## config.mk

```make
export PLATFORM = sky130hd
export DESIGN_NAME = hc_top
export DESIGN_NICKNAME = d
export VERILOG_FILES = /design/src/hw/hc_pkg.sv /design/src/hw/hc_top.sv /design/src/hw/phase_pi_ctrl.sv /design/src/hw/ibat_filter.sv /design/src/hw/bridge_gate_stage.sv /design/src/hw/bridge_sequencer.sv /design/src/hw/tank_adc_capture.sv
export VERILOG_INCLUDE_DIRS = /design/src /design/src/hw
export SDC_FILE = /design/constraint.sdc
export NUM_CORES = 1
export LEC_CHECK = 0
export BUFFER_PORTS_ARGS = -buffer_cell sky130_fd_sc_hd__buf_2
export CAP_MARGIN = 20
export CORE_ASPECT_RATIO = 1.1
export CORE_MARGIN = 2
export CORE_UTILIZATION = 45
export DETAILED_ROUTE_END_ITERATION = 8
export SYNTH_ARGS = -nofsm -noshare
export SYNTH_HDL_FRONTEND = slang
export SYNTH_SLANG_ARGS = --single-unit
```

## constraint.sdc

```tcl
create_clock -name ADA_DCO -period 29.8 [get_ports ADA_DCO]
set_clock_uncertainty 0.05 [all_clocks]
set_input_delay 2.98 -clock ADA_DCO [delete_from_list [all_inputs] [get_ports ADA_DCO]]
set_output_delay 2.98 -clock ADA_DCO [all_outputs]
set_load 0.02 [all_outputs]
```

## src/hw/hc_consts.svh

```systemverilog
// resonant converter power stage constants
// widths, start-up thresholds, PI gains and dead-time table
`ifndef HC_CONSTS_SVH
`define HC_CONSTS_SVH

// data widths
`define HC_ADC_W 14
`define HC_BAT_W 8

// start-up counts, bootstrap then forced sigma
`define HC_ON_CNT 10
`define HC_VG_CNT 14

// battery voltage, volts = code >> shift
`define HC_OV_VOLTS 50
`define HC_VBAT_SHIFT 2

// battery current scaling
`define HC_IBAT_MA_LSB 40
`define HC_IREF_SCALE 100
`define HC_ERR_ROUND_SHIFT 7

// PI gains as multiply then shift
`define HC_KP 3
`define HC_KP_SHIFT 14
`define HC_KI 1
`define HC_KI_SHIFT 16
`define HC_PHI_OFFSET 50
`define HC_PHI_MAX 70

// dead time in clock cycles, indexed by select code
`define HC_DT_00 80
`define HC_DT_10 20
`define HC_DT_01 40
`define HC_DT_11 60
`define HC_DT_W 7

`endif
```

## src/hw/hc_pkg.sv

```systemverilog
// shared types of the resonant converter power stage
`include "hc_consts.svh"

package hc_pkg;

   // tank sample, two's complement
   typedef logic signed [`HC_ADC_W-1:0] adc_sample_t;

   // raw battery ADC code
   typedef logic [`HC_BAT_W-1:0] bat_code_t;

   // bit0 M1, bit1 M2, bit2 M3, bit3 M4
   // legs are M1/M3 and M2/M4
   typedef logic [3:0] gate_t;

   // H-bridge start-up states
   typedef enum logic [1:0] {
      BR_OFF,
      BR_BOOT,
      BR_PRECHARGE,
      BR_RUN
   } bridge_state_t;

   typedef logic signed [31:0] ctrl_word_t;
   typedef logic [7:0] phi_t;

endpackage

```

## src/hw/hc_top.sv

```systemverilog
// resonant converter power-stage core
// tank capture, bridge start-up, gate drive and phase PI loop
`timescale 1ns/1ps

module hc_top import hc_pkg::*; (
   input  logic          ADA_DCO,
   input  logic          i_arst_n,
   input  adc_sample_t   i_ada_data,
   input  adc_sample_t   i_adb_data,
   input  logic          i_ada_or,
   input  bat_code_t     i_vbat_code,
   input  bat_code_t     i_ibat_code,
   input  logic          i_ibat_eoc,
   input  logic          i_enable,
   input  logic [1:0]    i_dt_sel,
   input  gate_t         i_gate_cmd,
   input  logic [7:0]    i_iref_da,
   input  phi_t          i_phi_manual,
   input  logic          i_phi_manual_sel,
   output adc_sample_t   o_tank_vc,
   output adc_sample_t   o_tank_ic,
   output gate_t         o_q,
   output bridge_state_t o_state,
   output logic          o_ov_fault,
   output phi_t          o_phi
);

   logic       pi_clear;
   ctrl_word_t ibat_mean_ma;
   logic       ibat_valid;

   // tank samples out to the switching law
   tank_adc_capture u_tank_adc (
      .ADA_DCO(ADA_DCO), .i_arst_n(i_arst_n), .i_ada_data(i_ada_data),
      .i_adb_data(i_adb_data), .i_ada_or(i_ada_or), .o_vc(o_tank_vc), .o_ic(o_tank_ic)
   );

   bridge_sequencer u_seq (
      .ADA_DCO(ADA_DCO), .i_arst_n(i_arst_n), .i_enable(i_enable),
      .i_vbat_code(i_vbat_code), .o_state(o_state), .o_pi_clear(pi_clear),
      .o_ov_fault(o_ov_fault)
   );

   bridge_gate_stage u_gate (
      .ADA_DCO(ADA_DCO), .i_arst_n(i_arst_n), .i_state(o_state),
      .i_gate_cmd(i_gate_cmd), .i_dt_sel(i_dt_sel), .o_q(o_q)
   );

   ibat_filter u_ibat (
      .ADA_DCO(ADA_DCO), .i_arst_n(i_arst_n), .i_ibat_code(i_ibat_code),
      .i_ibat_eoc(i_ibat_eoc), .o_mean_ma(ibat_mean_ma), .o_valid(ibat_valid)
   );

   phase_pi_ctrl u_pi (
      .ADA_DCO(ADA_DCO), .i_arst_n(i_arst_n), .i_state(o_state), .i_clear(pi_clear),
      .i_mean_ma(ibat_mean_ma), .i_valid(ibat_valid), .i_iref_da(i_iref_da),
      .i_phi_manual(i_phi_manual), .i_phi_manual_sel(i_phi_manual_sel), .o_phi(o_phi)
   );

endmodule

```

## src/hw/phase_pi_ctrl.sv

```systemverilog
// phase PI controller
// conditional-integration anti-windup, offset, saturation and manual bypass
`timescale 1ns/1ps
`include "hc_consts.svh"

module phase_pi_ctrl import hc_pkg::*; (
   input  logic          ADA_DCO,
   input  logic          i_arst_n,
   input  bridge_state_t i_state,
   input  logic          i_clear,
   input  ctrl_word_t    i_mean_ma,
   input  logic          i_valid,
   input  logic [7:0]    i_iref_da,
   input  phi_t          i_phi_manual,
   input  logic          i_phi_manual_sel,
   output phi_t          o_phi
);

   ctrl_word_t err;
   ctrl_word_t integ_q;
   ctrl_word_t integ_cand;
   ctrl_word_t raw;
   phi_t       phi_sat;
   phi_t       phi_pi_q;
   phi_t       phi_pi_d;
   logic       aw_hold;

   // ====================
   // PI arithmetic
   // ====================
   always_comb begin
      // mean rounded to dA steps, error in mA
      err = ((i_mean_ma >>> `HC_ERR_ROUND_SHIFT) <<< `HC_ERR_ROUND_SHIFT)
            - ctrl_word_t'({24'd0, i_iref_da}) * `HC_IREF_SCALE;
      integ_cand = integ_q + err * `HC_KI;
      raw = ((err * `HC_KP) >>> `HC_KP_SHIFT) + (integ_cand >>> `HC_KI_SHIFT)
            + `HC_PHI_OFFSET;
      // clamp to 0..max
      if (raw < 0) phi_sat = '0;
      else if (raw > `HC_PHI_MAX) phi_sat = phi_t'(`HC_PHI_MAX);
      else phi_sat = phi_t'(raw);
      // no integration deeper into saturation
      aw_hold = (raw > `HC_PHI_MAX && err > 0) || (raw < 0 && err < 0);
   end

   // new phase only on a valid sample while running
   assign phi_pi_d = (i_state == BR_RUN && !i_clear && i_valid) ? phi_sat : phi_pi_q;

   always_ff @(posedge ADA_DCO or negedge i_arst_n) begin
      if (!i_arst_n) begin
         integ_q  <= '0;
         phi_pi_q <= phi_t'(`HC_PHI_OFFSET);
         o_phi    <= phi_t'(`HC_PHI_OFFSET);
      end else begin
         if (i_state != BR_RUN || i_clear) begin
            integ_q  <= '0;
            phi_pi_q <= phi_t'(`HC_PHI_OFFSET);
         end else begin
            if (i_valid && !aw_hold) integ_q <= integ_cand;
            phi_pi_q <= phi_pi_d;
         end
         // manual phase bypasses the loop
         o_phi <= i_phi_manual_sel ? i_phi_manual : phi_pi_d;
      end
   end

endmodule

```

## src/hw/ibat_filter.sv

```systemverilog
// battery current filter
// EOC sync, scaling to mA and a four-sample moving average
`timescale 1ns/1ps
`include "hc_consts.svh"

module ibat_filter import hc_pkg::*; (
   input  logic       ADA_DCO,
   input  logic       i_arst_n,
   input  bat_code_t  i_ibat_code,
   input  logic       i_ibat_eoc,
   output ctrl_word_t o_mean_ma,
   output logic       o_valid
);

   logic [2:0] eoc_sync;
   logic       eoc_fall;
   ctrl_word_t sample_ma;
   ctrl_word_t win [4];
   ctrl_word_t win_sum;

   // two sync flops plus one for edge detect
   assign eoc_fall  = eoc_sync[2] && !eoc_sync[1];
   assign sample_ma = ctrl_word_t'({{(32-`HC_BAT_W){1'b0}}, i_ibat_code}) * `HC_IBAT_MA_LSB;

   always_ff @(posedge ADA_DCO or negedge i_arst_n) begin
      if (!i_arst_n) begin
         eoc_sync <= '0;
         o_valid  <= 1'b0;
         for (int i = 0; i < 4; i++) win[i] <= '0;
      end else begin
         eoc_sync <= {eoc_sync[1:0], i_ibat_eoc};
         o_valid  <= eoc_fall;
         // new sample in, oldest out
         if (eoc_fall) begin
            win[0] <= sample_ma;
            for (int i = 1; i < 4; i++) win[i] <= win[i-1];
         end
      end
   end

   // mean over the window
   assign win_sum   = win[0] + win[1] + win[2] + win[3];
   assign o_mean_ma = win_sum >>> 2;

endmodule

```

## src/hw/bridge_gate_stage.sv

```systemverilog
// gate driver stage
// per-device dead time, start-up override and shoot-through guard
`timescale 1ns/1ps
`include "hc_consts.svh"

module bridge_gate_stage import hc_pkg::*; (
   input  logic          ADA_DCO,
   input  logic          i_arst_n,
   input  bridge_state_t i_state,
   input  gate_t         i_gate_cmd,
   input  logic [1:0]    i_dt_sel,
   output gate_t         o_q
);

   typedef logic [`HC_DT_W-1:0] dt_cnt_t;

   dt_cnt_t dt_len;
   dt_cnt_t dt_cnt [4];
   gate_t   dt_on;
   gate_t   q_d;
   logic    leg_clash;

   // dead-time table
   always_comb begin
      case (i_dt_sel)
         2'b00:   dt_len = dt_cnt_t'(`HC_DT_00);
         2'b10:   dt_len = dt_cnt_t'(`HC_DT_10);
         2'b01:   dt_len = dt_cnt_t'(`HC_DT_01);
         default: dt_len = dt_cnt_t'(`HC_DT_11);
      endcase
   end

   // counts continuous high time of each command bit
   always_ff @(posedge ADA_DCO or negedge i_arst_n) begin
      if (!i_arst_n) begin
         for (int i = 0; i < 4; i++) dt_cnt[i] <= '0;
      end else begin
         for (int i = 0; i < 4; i++) begin
            if (i_state != BR_RUN || !i_gate_cmd[i]) dt_cnt[i] <= '0;
            else if (dt_cnt[i] < dt_len) dt_cnt[i] <= dt_cnt[i] + 1'b1;
         end
      end
   end

   // turn-on delayed, turn-off immediate
   always_comb begin
      for (int i = 0; i < 4; i++) dt_on[i] = i_gate_cmd[i] && (dt_cnt[i] >= dt_len);
   end

   // both devices of one leg
   assign leg_clash = (dt_on[0] && dt_on[2]) || (dt_on[1] && dt_on[3]);

   // ====================
   // state override
   // ====================
   always_comb begin
      case (i_state)
         BR_BOOT:      q_d = 4'b1100;
         BR_PRECHARGE: q_d = 4'b1001;
         BR_RUN:       q_d = leg_clash ? 4'b0000 : dt_on;
         default:      q_d = 4'b0000;
      endcase
   end

   always_ff @(posedge ADA_DCO or negedge i_arst_n) begin
      if (!i_arst_n) o_q <= '0;
      else o_q <= q_d;
   end

   a_no_shoot_through: assert property (@(posedge ADA_DCO) disable iff (!i_arst_n)
      !((o_q[0] && o_q[2]) || (o_q[1] && o_q[3])));

endmodule

```

## src/hw/bridge_sequencer.sv

```systemverilog
// H-bridge start-up and protection FSM
// bootstrap charge, forced sigma, run, over-voltage shutdown
`timescale 1ns/1ps
`include "hc_consts.svh"

module bridge_sequencer import hc_pkg::*; (
   input  logic          ADA_DCO,
   input  logic          i_arst_n,
   input  logic          i_enable,
   input  bat_code_t     i_vbat_code,
   output bridge_state_t o_state,
   output logic          o_pi_clear,
   output logic          o_ov_fault
);

   bridge_state_t state_d;
   logic [7:0]    cnt_q;
   logic          enable_q;
   logic          en_rise;
   bat_code_t     vbat_volts;
   logic          ov_trip;

   // battery code to volts
   assign vbat_volts = i_vbat_code >> `HC_VBAT_SHIFT;
   assign ov_trip    = (vbat_volts > `HC_OV_VOLTS);
   assign en_rise    = i_enable && !enable_q;

   // ====================
   // next state
   // ====================
   always_comb begin
      state_d = o_state;
      case (o_state)
         BR_OFF:       if (en_rise) state_d = BR_BOOT;
         // low sides charge the bootstrap caps
         BR_BOOT:      if (cnt_q >= `HC_ON_CNT) state_d = BR_PRECHARGE;
         // sigma forced to 1 to charge the tank
         BR_PRECHARGE: if (cnt_q >= `HC_VG_CNT) state_d = BR_RUN;
         BR_RUN:       if (ov_trip) state_d = BR_OFF;
         default:      state_d = BR_OFF;
      endcase
      // disable wins over everything
      if (!i_enable) state_d = BR_OFF;
   end

   always_ff @(posedge ADA_DCO or negedge i_arst_n) begin
      if (!i_arst_n) begin
         o_state    <= BR_OFF;
         cnt_q      <= '0;
         enable_q   <= 1'b0;
         o_pi_clear <= 1'b0;
         o_ov_fault <= 1'b0;
      end else begin
         o_state  <= state_d;
         enable_q <= i_enable;
         // start-up counter, frozen once running
         case (o_state)
            BR_OFF:  cnt_q <= '0;
            BR_RUN:  cnt_q <= cnt_q;
            default: cnt_q <= cnt_q + 8'd1;
         endcase
         // one pulse in the first RUN cycle
         o_pi_clear <= (state_d == BR_RUN) && (o_state != BR_RUN);
         // fault latch, released by disable
         if (!i_enable) o_ov_fault <= 1'b0;
         else if (o_state == BR_RUN && ov_trip) o_ov_fault <= 1'b1;
      end
   end

   // run is entered only from precharge
   a_run_after_pre: assert property (@(posedge ADA_DCO) disable iff (!i_arst_n)
      (o_state == BR_RUN && $past(o_state) != BR_RUN) |-> $past(o_state) == BR_PRECHARGE);

endmodule

```

## src/hw/tank_adc_capture.sv

```systemverilog
// tank ADC capture
// inverts both samples and clamps channel A on over-range
`timescale 1ns/1ps
`include "hc_consts.svh"

module tank_adc_capture import hc_pkg::*; (
   input  logic        ADA_DCO,
   input  logic        i_arst_n,
   input  adc_sample_t i_ada_data,
   input  adc_sample_t i_adb_data,
   input  logic        i_ada_or,
   output adc_sample_t o_vc,
   output adc_sample_t o_ic
);

   // extreme codes of the converter
   localparam adc_sample_t ADC_MIN = {1'b1, {(`HC_ADC_W-1){1'b0}}};
   localparam adc_sample_t ADC_MAX = {1'b0, {(`HC_ADC_W-1){1'b1}}};

   always_ff @(posedge ADA_DCO or negedge i_arst_n) begin
      if (!i_arst_n) begin
         o_vc <= '0;
         o_ic <= '0;
      end else begin
         // sensor polarity is inverted on the board
         if (i_ada_or) begin
            // the negative end flips to the positive one
            o_vc <= (i_ada_data == ADC_MIN) ? ADC_MAX : ADC_MIN;
         end else begin
            o_vc <= -i_ada_data;
         end
         o_ic <= -i_adb_data;
      end
   end

   // most negative output only under over-range
   a_vc_min_from_or: assert property (@(posedge ADA_DCO) disable iff (!i_arst_n)
      (o_vc == ADC_MIN) |-> $past(i_ada_or));

endmodule

```

# Word level (Yosys, flattened, before mapping)
# Cells that the tools add are included.
# totals
regBits,241
inputBits,72
output_inout_bits,43
word_cells,128
# classes
add_sub_neg,14
n_mul,3
n_lt_le_gt_ge,15
n_eq_ne,9
muxes,29
n_reduce_logical,37
# ops
op,n
32-bit adder,4
"32-bit by 1-bit less-than comparator with 1-bit output, second input constant",2
32-bit 2-to-1 mux,2
7-bit 2-to-1 mux,8
8-bit 2-to-1 mux,5
"32-bit by 7-bit adder with 32-bit output, second input constant",1
"32-bit by 1-bit > comparator with 1-bit output, second input constant",1
"32-bit by 8-bit > comparator with 1-bit output, second input constant",1
"32-bit by 3-bit multiplier with 32-bit output, second input constant",1
30-bit by 16-bit subtractor with 31-bit output,1
"7-bit by 1-bit adder with 7-bit output, second input constant",4
7-bit greater-or-equal comparator,4
7-bit less-than comparator,4
14-bit 2-to-1 mux,2
14-bit negator,2
7-bit case mux with 3 select lines,1
18-bit by 16-bit adder with 19-bit output,1
"8-bit by 4-bit greater-or-equal comparator with 1-bit output, second input constant",2
8-bit case mux with 2 select lines,1
1-bit logical AND,15
"14-bit == test, second input constant",1
"8-bit by 5-bit multiplier with 13-bit output, second input constant",1
4-bit case mux with 3 select lines,1
"8-bit by 3-bit multiplier with 11-bit output, second input constant",1
other kinds (14),41

# Logic depth before layout (Yosys ltp)
# logic_depth
depth_word,14
depth_mapped,49

# Modules after synthesis
# A second synthesis with hierarchy kept.
# unflattened
cells_unflattened,1697
hier_area_um2,15220.8
# by_module_without_submodules
module,instances,cells_per_inst,area_each_um2,seq_area_each_um2
phase_pi_ctrl,1,914,7674.9,1158.6
ibat_filter,1,357,3331.9,1201.2
bridge_gate_stage,1,230,2145.8,800.8
tank_adc_capture,1,118,1321.3,700.7
bridge_sequencer,1,78,747.0,325.3

# Worst setup path before layout
# No wires, ideal clock.
# synth_timing
path_kind,input-to-reg
startpoint,input i_iref_da[2]
endpoint,register u_pi.integ_q[10]
setup_ns,0.147
arrival_ns,11.387
required_time_ns,29.603
path_slack_ns,18.216
cell_stages,38
cell_sequence,ha_1 > ha_1 > fa_1 > ha_1 > nor2b_1 > o21ai_0 > a21oi_1 > o21ai_0 > nand2b_1 > xnor2_1 > ha_1 > a21oi_1 > nor2b_1 > o21a_1 > inv_1 > ha_1 > a21o_1 > a21o_1 > (+2 left out) > o311a_1 > nor3_1 > and4_1 > a2111oi_0 > a21oi_1 > xor2_1 > ha_1 > nand2_1 > a2bb2oi_1 > o21ai_0 > a311o_1 > or4_1 > or3_1 > a21oi_2 > o211ai_1 > clkbuf_1 > a41oi_1 > o41ai_2
# synth_via
elab_chain_len,11
elab_cells_between_ends,18
cone_classes,add/sub: 4; mul: 2; order compare: 4; mux: 2; reduce/logical: 6
# synth_lines
element,line,text
start: declaration,hc_top.sv:17,"input logic [7:0] i_iref_da,"
8-bit by 5-bit multiplier with 13-bit output (no line) (*),-,
30-bit by 16-bit subtractor with 31-bit output (no line) (*),-,
32-bit by 3-bit multiplier with 32-bit output (no line) or 32-bit adder (tied branches),-,
18-bit by 16-bit adder with 19-bit output,phase_pi_ctrl.sv:36,raw = ((err * `HC_KP) >>> `HC_KP_SHIFT) + (integ_cand >>> `HC_KI_SHIFT)
32-bit by 7-bit adder with 32-bit output (no line),-,
32-bit by 8-bit > comparator with 1-bit output (no line) or 32-bit by 1-bit less-than comparator with 1-bit output (tied branches),-,
1-bit logical AND,phase_pi_ctrl.sv:43,aw_hold = (raw > `HC_PHI_MAX && err > 0) || (raw < 0 && err < 0);
1-bit logical OR,phase_pi_ctrl.sv:43,
1-bit logical NOT,phase_pi_ctrl.sv:59,if (i_valid && !aw_hold) integ_q <= integ_cand;
1-bit logical AND,phase_pi_ctrl.sv:59,
2-bit nonzero test (no line),-,
end signal: assignment,phase_pi_ctrl.sv:59,
end: declaration,phase_pi_ctrl.sv:20,ctrl_word_t integ_q;
# Every way passes the cells marked *; elsewhere a longest branch is shown, timed or not. The select of a mux whose other input is x is not followed.
# A chain may end at the register's enable or synchronous reset.

# Final worst setup path
# layout_timing
startpoint,input i_iref_da[2]
endpoint,register u_pi.integ_q[31]
# Same word-level chain as after synthesis.

==> insert_results.sql <==
INSERT INTO impl_metrics (metric_group, metric, value, unit) VALUES
('clock_tree', 'clock_tree.buffer_depth', '2', ''),
('worst_setup_path', 'critical_path_required', '30.08', 'ns'),
('global_routing', 'globalRouteTotalUtil', '20.9', '%'),
('logic_synthesis', 'yosys_warnings', '0', ''),
('drt', 'drcViolationCount', '0', ''),
('clock_tree', 'clock_tree.htree_level_count', '4', ''),
('outcome', 'result_of_the_run', 'finished clean', ''),
('logic_synthesis', 'seq_area_frac_synth', '29.0', '%'),
('logic_synthesis', 'postSynthAreaPerCell', '8.87', 'um2'),
('logic_synthesis', 'synth_nets', '1923', ''),
('floorplanning', 'row_cnt', '68', ''),
('timing', 'grt_setup_unrepaired', 'no', ''),
('worst_setup_path', 'timing.critical_path.to_type', 'register', ''),
('floorplanning', 'ios', '115', ''),
('timing', 'fmax', '74.2', 'MHz'),
('logic_synthesis', 'netlist.area_leader.share', '28.0', '%'),
('worst_setup_path', 'worst_path_dominant_cell_family', 'compound AO/OA/AOI/OAI gates', ''),
('logic_synthesis', 'synthesis.area', '14400', 'um2'),
('cells_and_area', 'layout-drive-gt1-share', '11.3', '%'),
('drt', 'wl', '33700', 'um'),
('drt', 'detailroute.via_count', '11900', ''),
('cells_and_area', 'synthesis_to_layout_area_growth', '10.8', '%'),
('timing', 'final_period_minus_worst_setup_slack', '13.48', 'ns'),
('clock_tree', 'clk_root_buffer_cell', 'sky130_fd_sc_hd__clkbuf_16', ''),
('placed_design', 'gp_congestion', '0.851', ''),
('floorplanning', 'coreArea', '31500', 'um2'),
('hold_path', 'min_path_type', 'reg -> reg', ''),
('logic_synthesis', 'most_instantiated_cells_after_synthesis', '199 x sky130_fd_sc_hd__ha_1, 167 x sky130_fd_sc_hd__inv_1, 161 x sky130_fd_sc_hd__dfrtp_1, 125 x sky130_fd_sc_hd__nand2_1, 108 x sky130_fd_sc_hd__nor2_1', ''),
('clock_tree', 'clock_insertion_delay_at_the_later_pin_of_the_skew_report', '0.45', 'ns'),
('global_routing', 'grt_first_pass_wirelength', '57900', 'um'),
('job', 'drv_cap', '0', ''),
('drt', 'postRouteAntennaNets', '0', ''),
('floorplanning', 'die_area', '33500', 'um2'),
('logic_synthesis', 'synthDominantAreaCellType', 'sky130_fd_sc_hd__dfrtp_1', ''),
('cells_and_area', 'multiInputGateArea', '9370', 'um2'),
('timing', 'final-hold-violation-count', '0', ''),
('drt', 'average_vias_per_placed_instance', '5.56', ''),
('cells_and_area', 'final_nets', '2007', ''),
('timing', 'totalNegativeSetupSlack', '0', 'ns'),
('worst_setup_path', 'timing.critical_path.mode_cell', 'sky130_fd_sc_hd__ha_1', ''),
('global_routing', 'global_route.overflow_total', '0', ''),
('logic_synthesis', 'synth_edf_count', '0', ''),
('floorplanning', 'die_height', '192', 'um'),
('logic_synthesis', 'synth.ff_latch_count', '167', ''),
('worst_setup_path', 'worst_path_arrival', '13.76', 'ns'),
('drt', 'wl_per_cell', '15.7', 'um'),
('logic_synthesis', 'synthArstFlopShare', '100', '%'),
('floorplanning', 'die-width', '175', 'um'),
('logic_synthesis', 'number_of_instances_in_the_synthesized_netlist', '1625', ''),
('worst_setup_path', 'timing.critical_path.slowest_cell_delay', '0.93', 'ns'),
('drt', 'detail_route.first_pass.iterations', '7', ''),
('drt', 'initialDrtViolationCount', '581', ''),
('cells_and_area', 'antenna_cells_inserted', '0', ''),
('clock_tree', 'tritoncts', 'done', ''),
('timing', 'slew_violations', '0', ''),
('cells_and_area', 'sequential_cell_area', '4190', 'um2'),
('logic_synthesis', 'synth_cell_types', '83', ''),
('timing', 'timing_worst_slew_pin_value', '1.01', 'ns'),
('logic_synthesis', 'postSynth.topFlopCell', 'sky130_fd_sc_hd__dfrtp_1', ''),
('global_routing', 'initial_antenna_violation_count', '0', ''),
('logic_synthesis', 'ys_top_cells_by_area', 'sky130_fd_sc_hd__dfrtp_1 28%, sky130_fd_sc_hd__ha_1 17%, sky130_fd_sc_hd__inv_1 4.3%, sky130_fd_sc_hd__xnor2_1 4.3%, sky130_fd_sc_hd__fa_1 3.8%', ''),
('placed_design', 'portBuffers', '112', ''),
('worst_setup_path', 'worst_path_max_delay_cell', 'sky130_fd_sc_hd__o211a_1', ''),
('timing', 'timing.max_slew.rel_slack', '32.7', '%'),
('floorplanning', 'floorplan.initialDensity', '45.8', '%'),
('worst_setup_path', 'timing.critical_path.fanout_max', '26', ''),
('clock_tree', 'clk_sinks', '167', ''),
('clock_tree', 'clkTransAtPathRegs', '0.08', 'ns'),
('clock_tree', 'cts_resized', '0', ''),
('global_routing', 'grt_max_degree', '95', ''),
('worst_setup_path', 'path_buf_inv', '2', '');
## registers in the layout, summed over array words and instances (netlist names)
| signal | cells |
|---|---|
| u_ibat.win | 44 |
| u_pi.integ_q | 30 |
| u_gate.dt_cnt | 28 |
| u_tank_adc.o_ic | 14 |
| u_tank_adc.o_vc | 14 |
| u_pi.o_phi | 8 |
| u_pi.phi_pi_q | 8 |
| u_seq.cnt_q | 8 |
| u_gate.o_q | 4 |
| u_ibat.eoc_sync | 3 |
| u_seq.o_state | 2 |
| u_ibat.o_valid | 1 |
| u_seq.enable_q | 1 |
| u_seq.o_ov_fault | 1 |
| u_seq.o_pi_clear | 1 |
## cells in the final DEF, fill, tap and decap left out, drive strengths merged, types with 11 or more instances in the layout
cell	n
inv	173
nand2	125
and2	14
clkbuf	17
dfrtp	161
a21oi	83
o311ai	12
o41ai	12
buf	120
xor2	53
o21bai	11
a41oi	15
xnor2	71
o211ai	24
nor2	109
o21a	21
ha	199
o21ai	109
nor3	40
o31ai	12
nand4	29
a21o	29
nand3	46
nand2b	18
fa	27
a211oi	27
## worst reg2reg max path, delay by kind of cell (launching register included)
kind                     cells  cell delay [ns]
buffers and inverters        4             0.38
AND/OR/NAND/NOR              7             1.61
XOR/XNOR                     1             0.21
AO/OA/AOI/OAI               25             7.27
flip-flops                   1             0.38
adder cells (fa/ha/maj)      6             2.36
## kinds of logic after synthesis
| kind of cell | after synthesis | synth area share [%] |
|---|---|---|
| and+or+nand+nor | 455 | 15.4 |
| AOI/OAI and AO/OA | 427 | 20.7 |
| adders and majority gates | 226 | 21.0 |
| buffers and inverters | 222 | 5.99 |
| DFF | 167 | 29.0 |
| xor gates and xnor gates | 124 | 7.54 |
| muxes | 4 | 0.278 |
## area by class of cell
cell class | count | area share, %
Sequential cell | 167 | 26.2
Timing Repair Buffer | 120 | 3.93
Clock inverter | 15 | 1.32
Multi-Input combinational cell | 1236 | 58.7
Clock buffer | 17 | 2.66
Inverter | 167 | 3.93
Tap cell | 420 | 3.29
## path summary, 6_finish.rpt
check                                    from            endpoint  slack (ns)  depth (start not counted)
min                        u_ibat.eoc_sync[0]  u_ibat.eoc_sync[1]        0.31                          0
max in group asynchronous            i_arst_n  u_tank_adc.o_vc[6]       25.66                          2
min reg2reg                u_ibat.eoc_sync[0]  u_ibat.eoc_sync[1]        0.31                          0
max reg2reg                    u_ibat.win[37]    u_pi.integ_q[31]       17.49                         43
min in group asynchronous            i_arst_n    u_gate.dt_cnt[8]        2.56                          1
max                              i_iref_da[2]    u_pi.integ_q[31]       16.32                         37
## metrics by stage
stage                     util (%)  worst slack [ns]  hold WS [ns]  std cells  cell area [um2]
after detailed placement      48.7             15.94         0.296       2110            15300
after global routing          50.7             15.67         0.322       2142            16000
final                         50.7             16.32         0.305       2142            16000
after global placement        48.7             16.14         0.284       2110            15300
after CTS                     50.7             16.38         0.309       2142            16000
after floorplan                  -             18.22         0.281       1625            14400
## layer usage
metal  up-vias  track usage (%)  part of all wire (%)
met3        34             3.56                   4.7
met4         0             4.65                   1.3
met5         -                0                     0
li1       5974                -                     -
met1      5653             27.7                    47
met2       238             35.9                    47
Power is not shown: default switching activity piles up to over one toggle a cycle in this logic, so the estimate is an artifact.
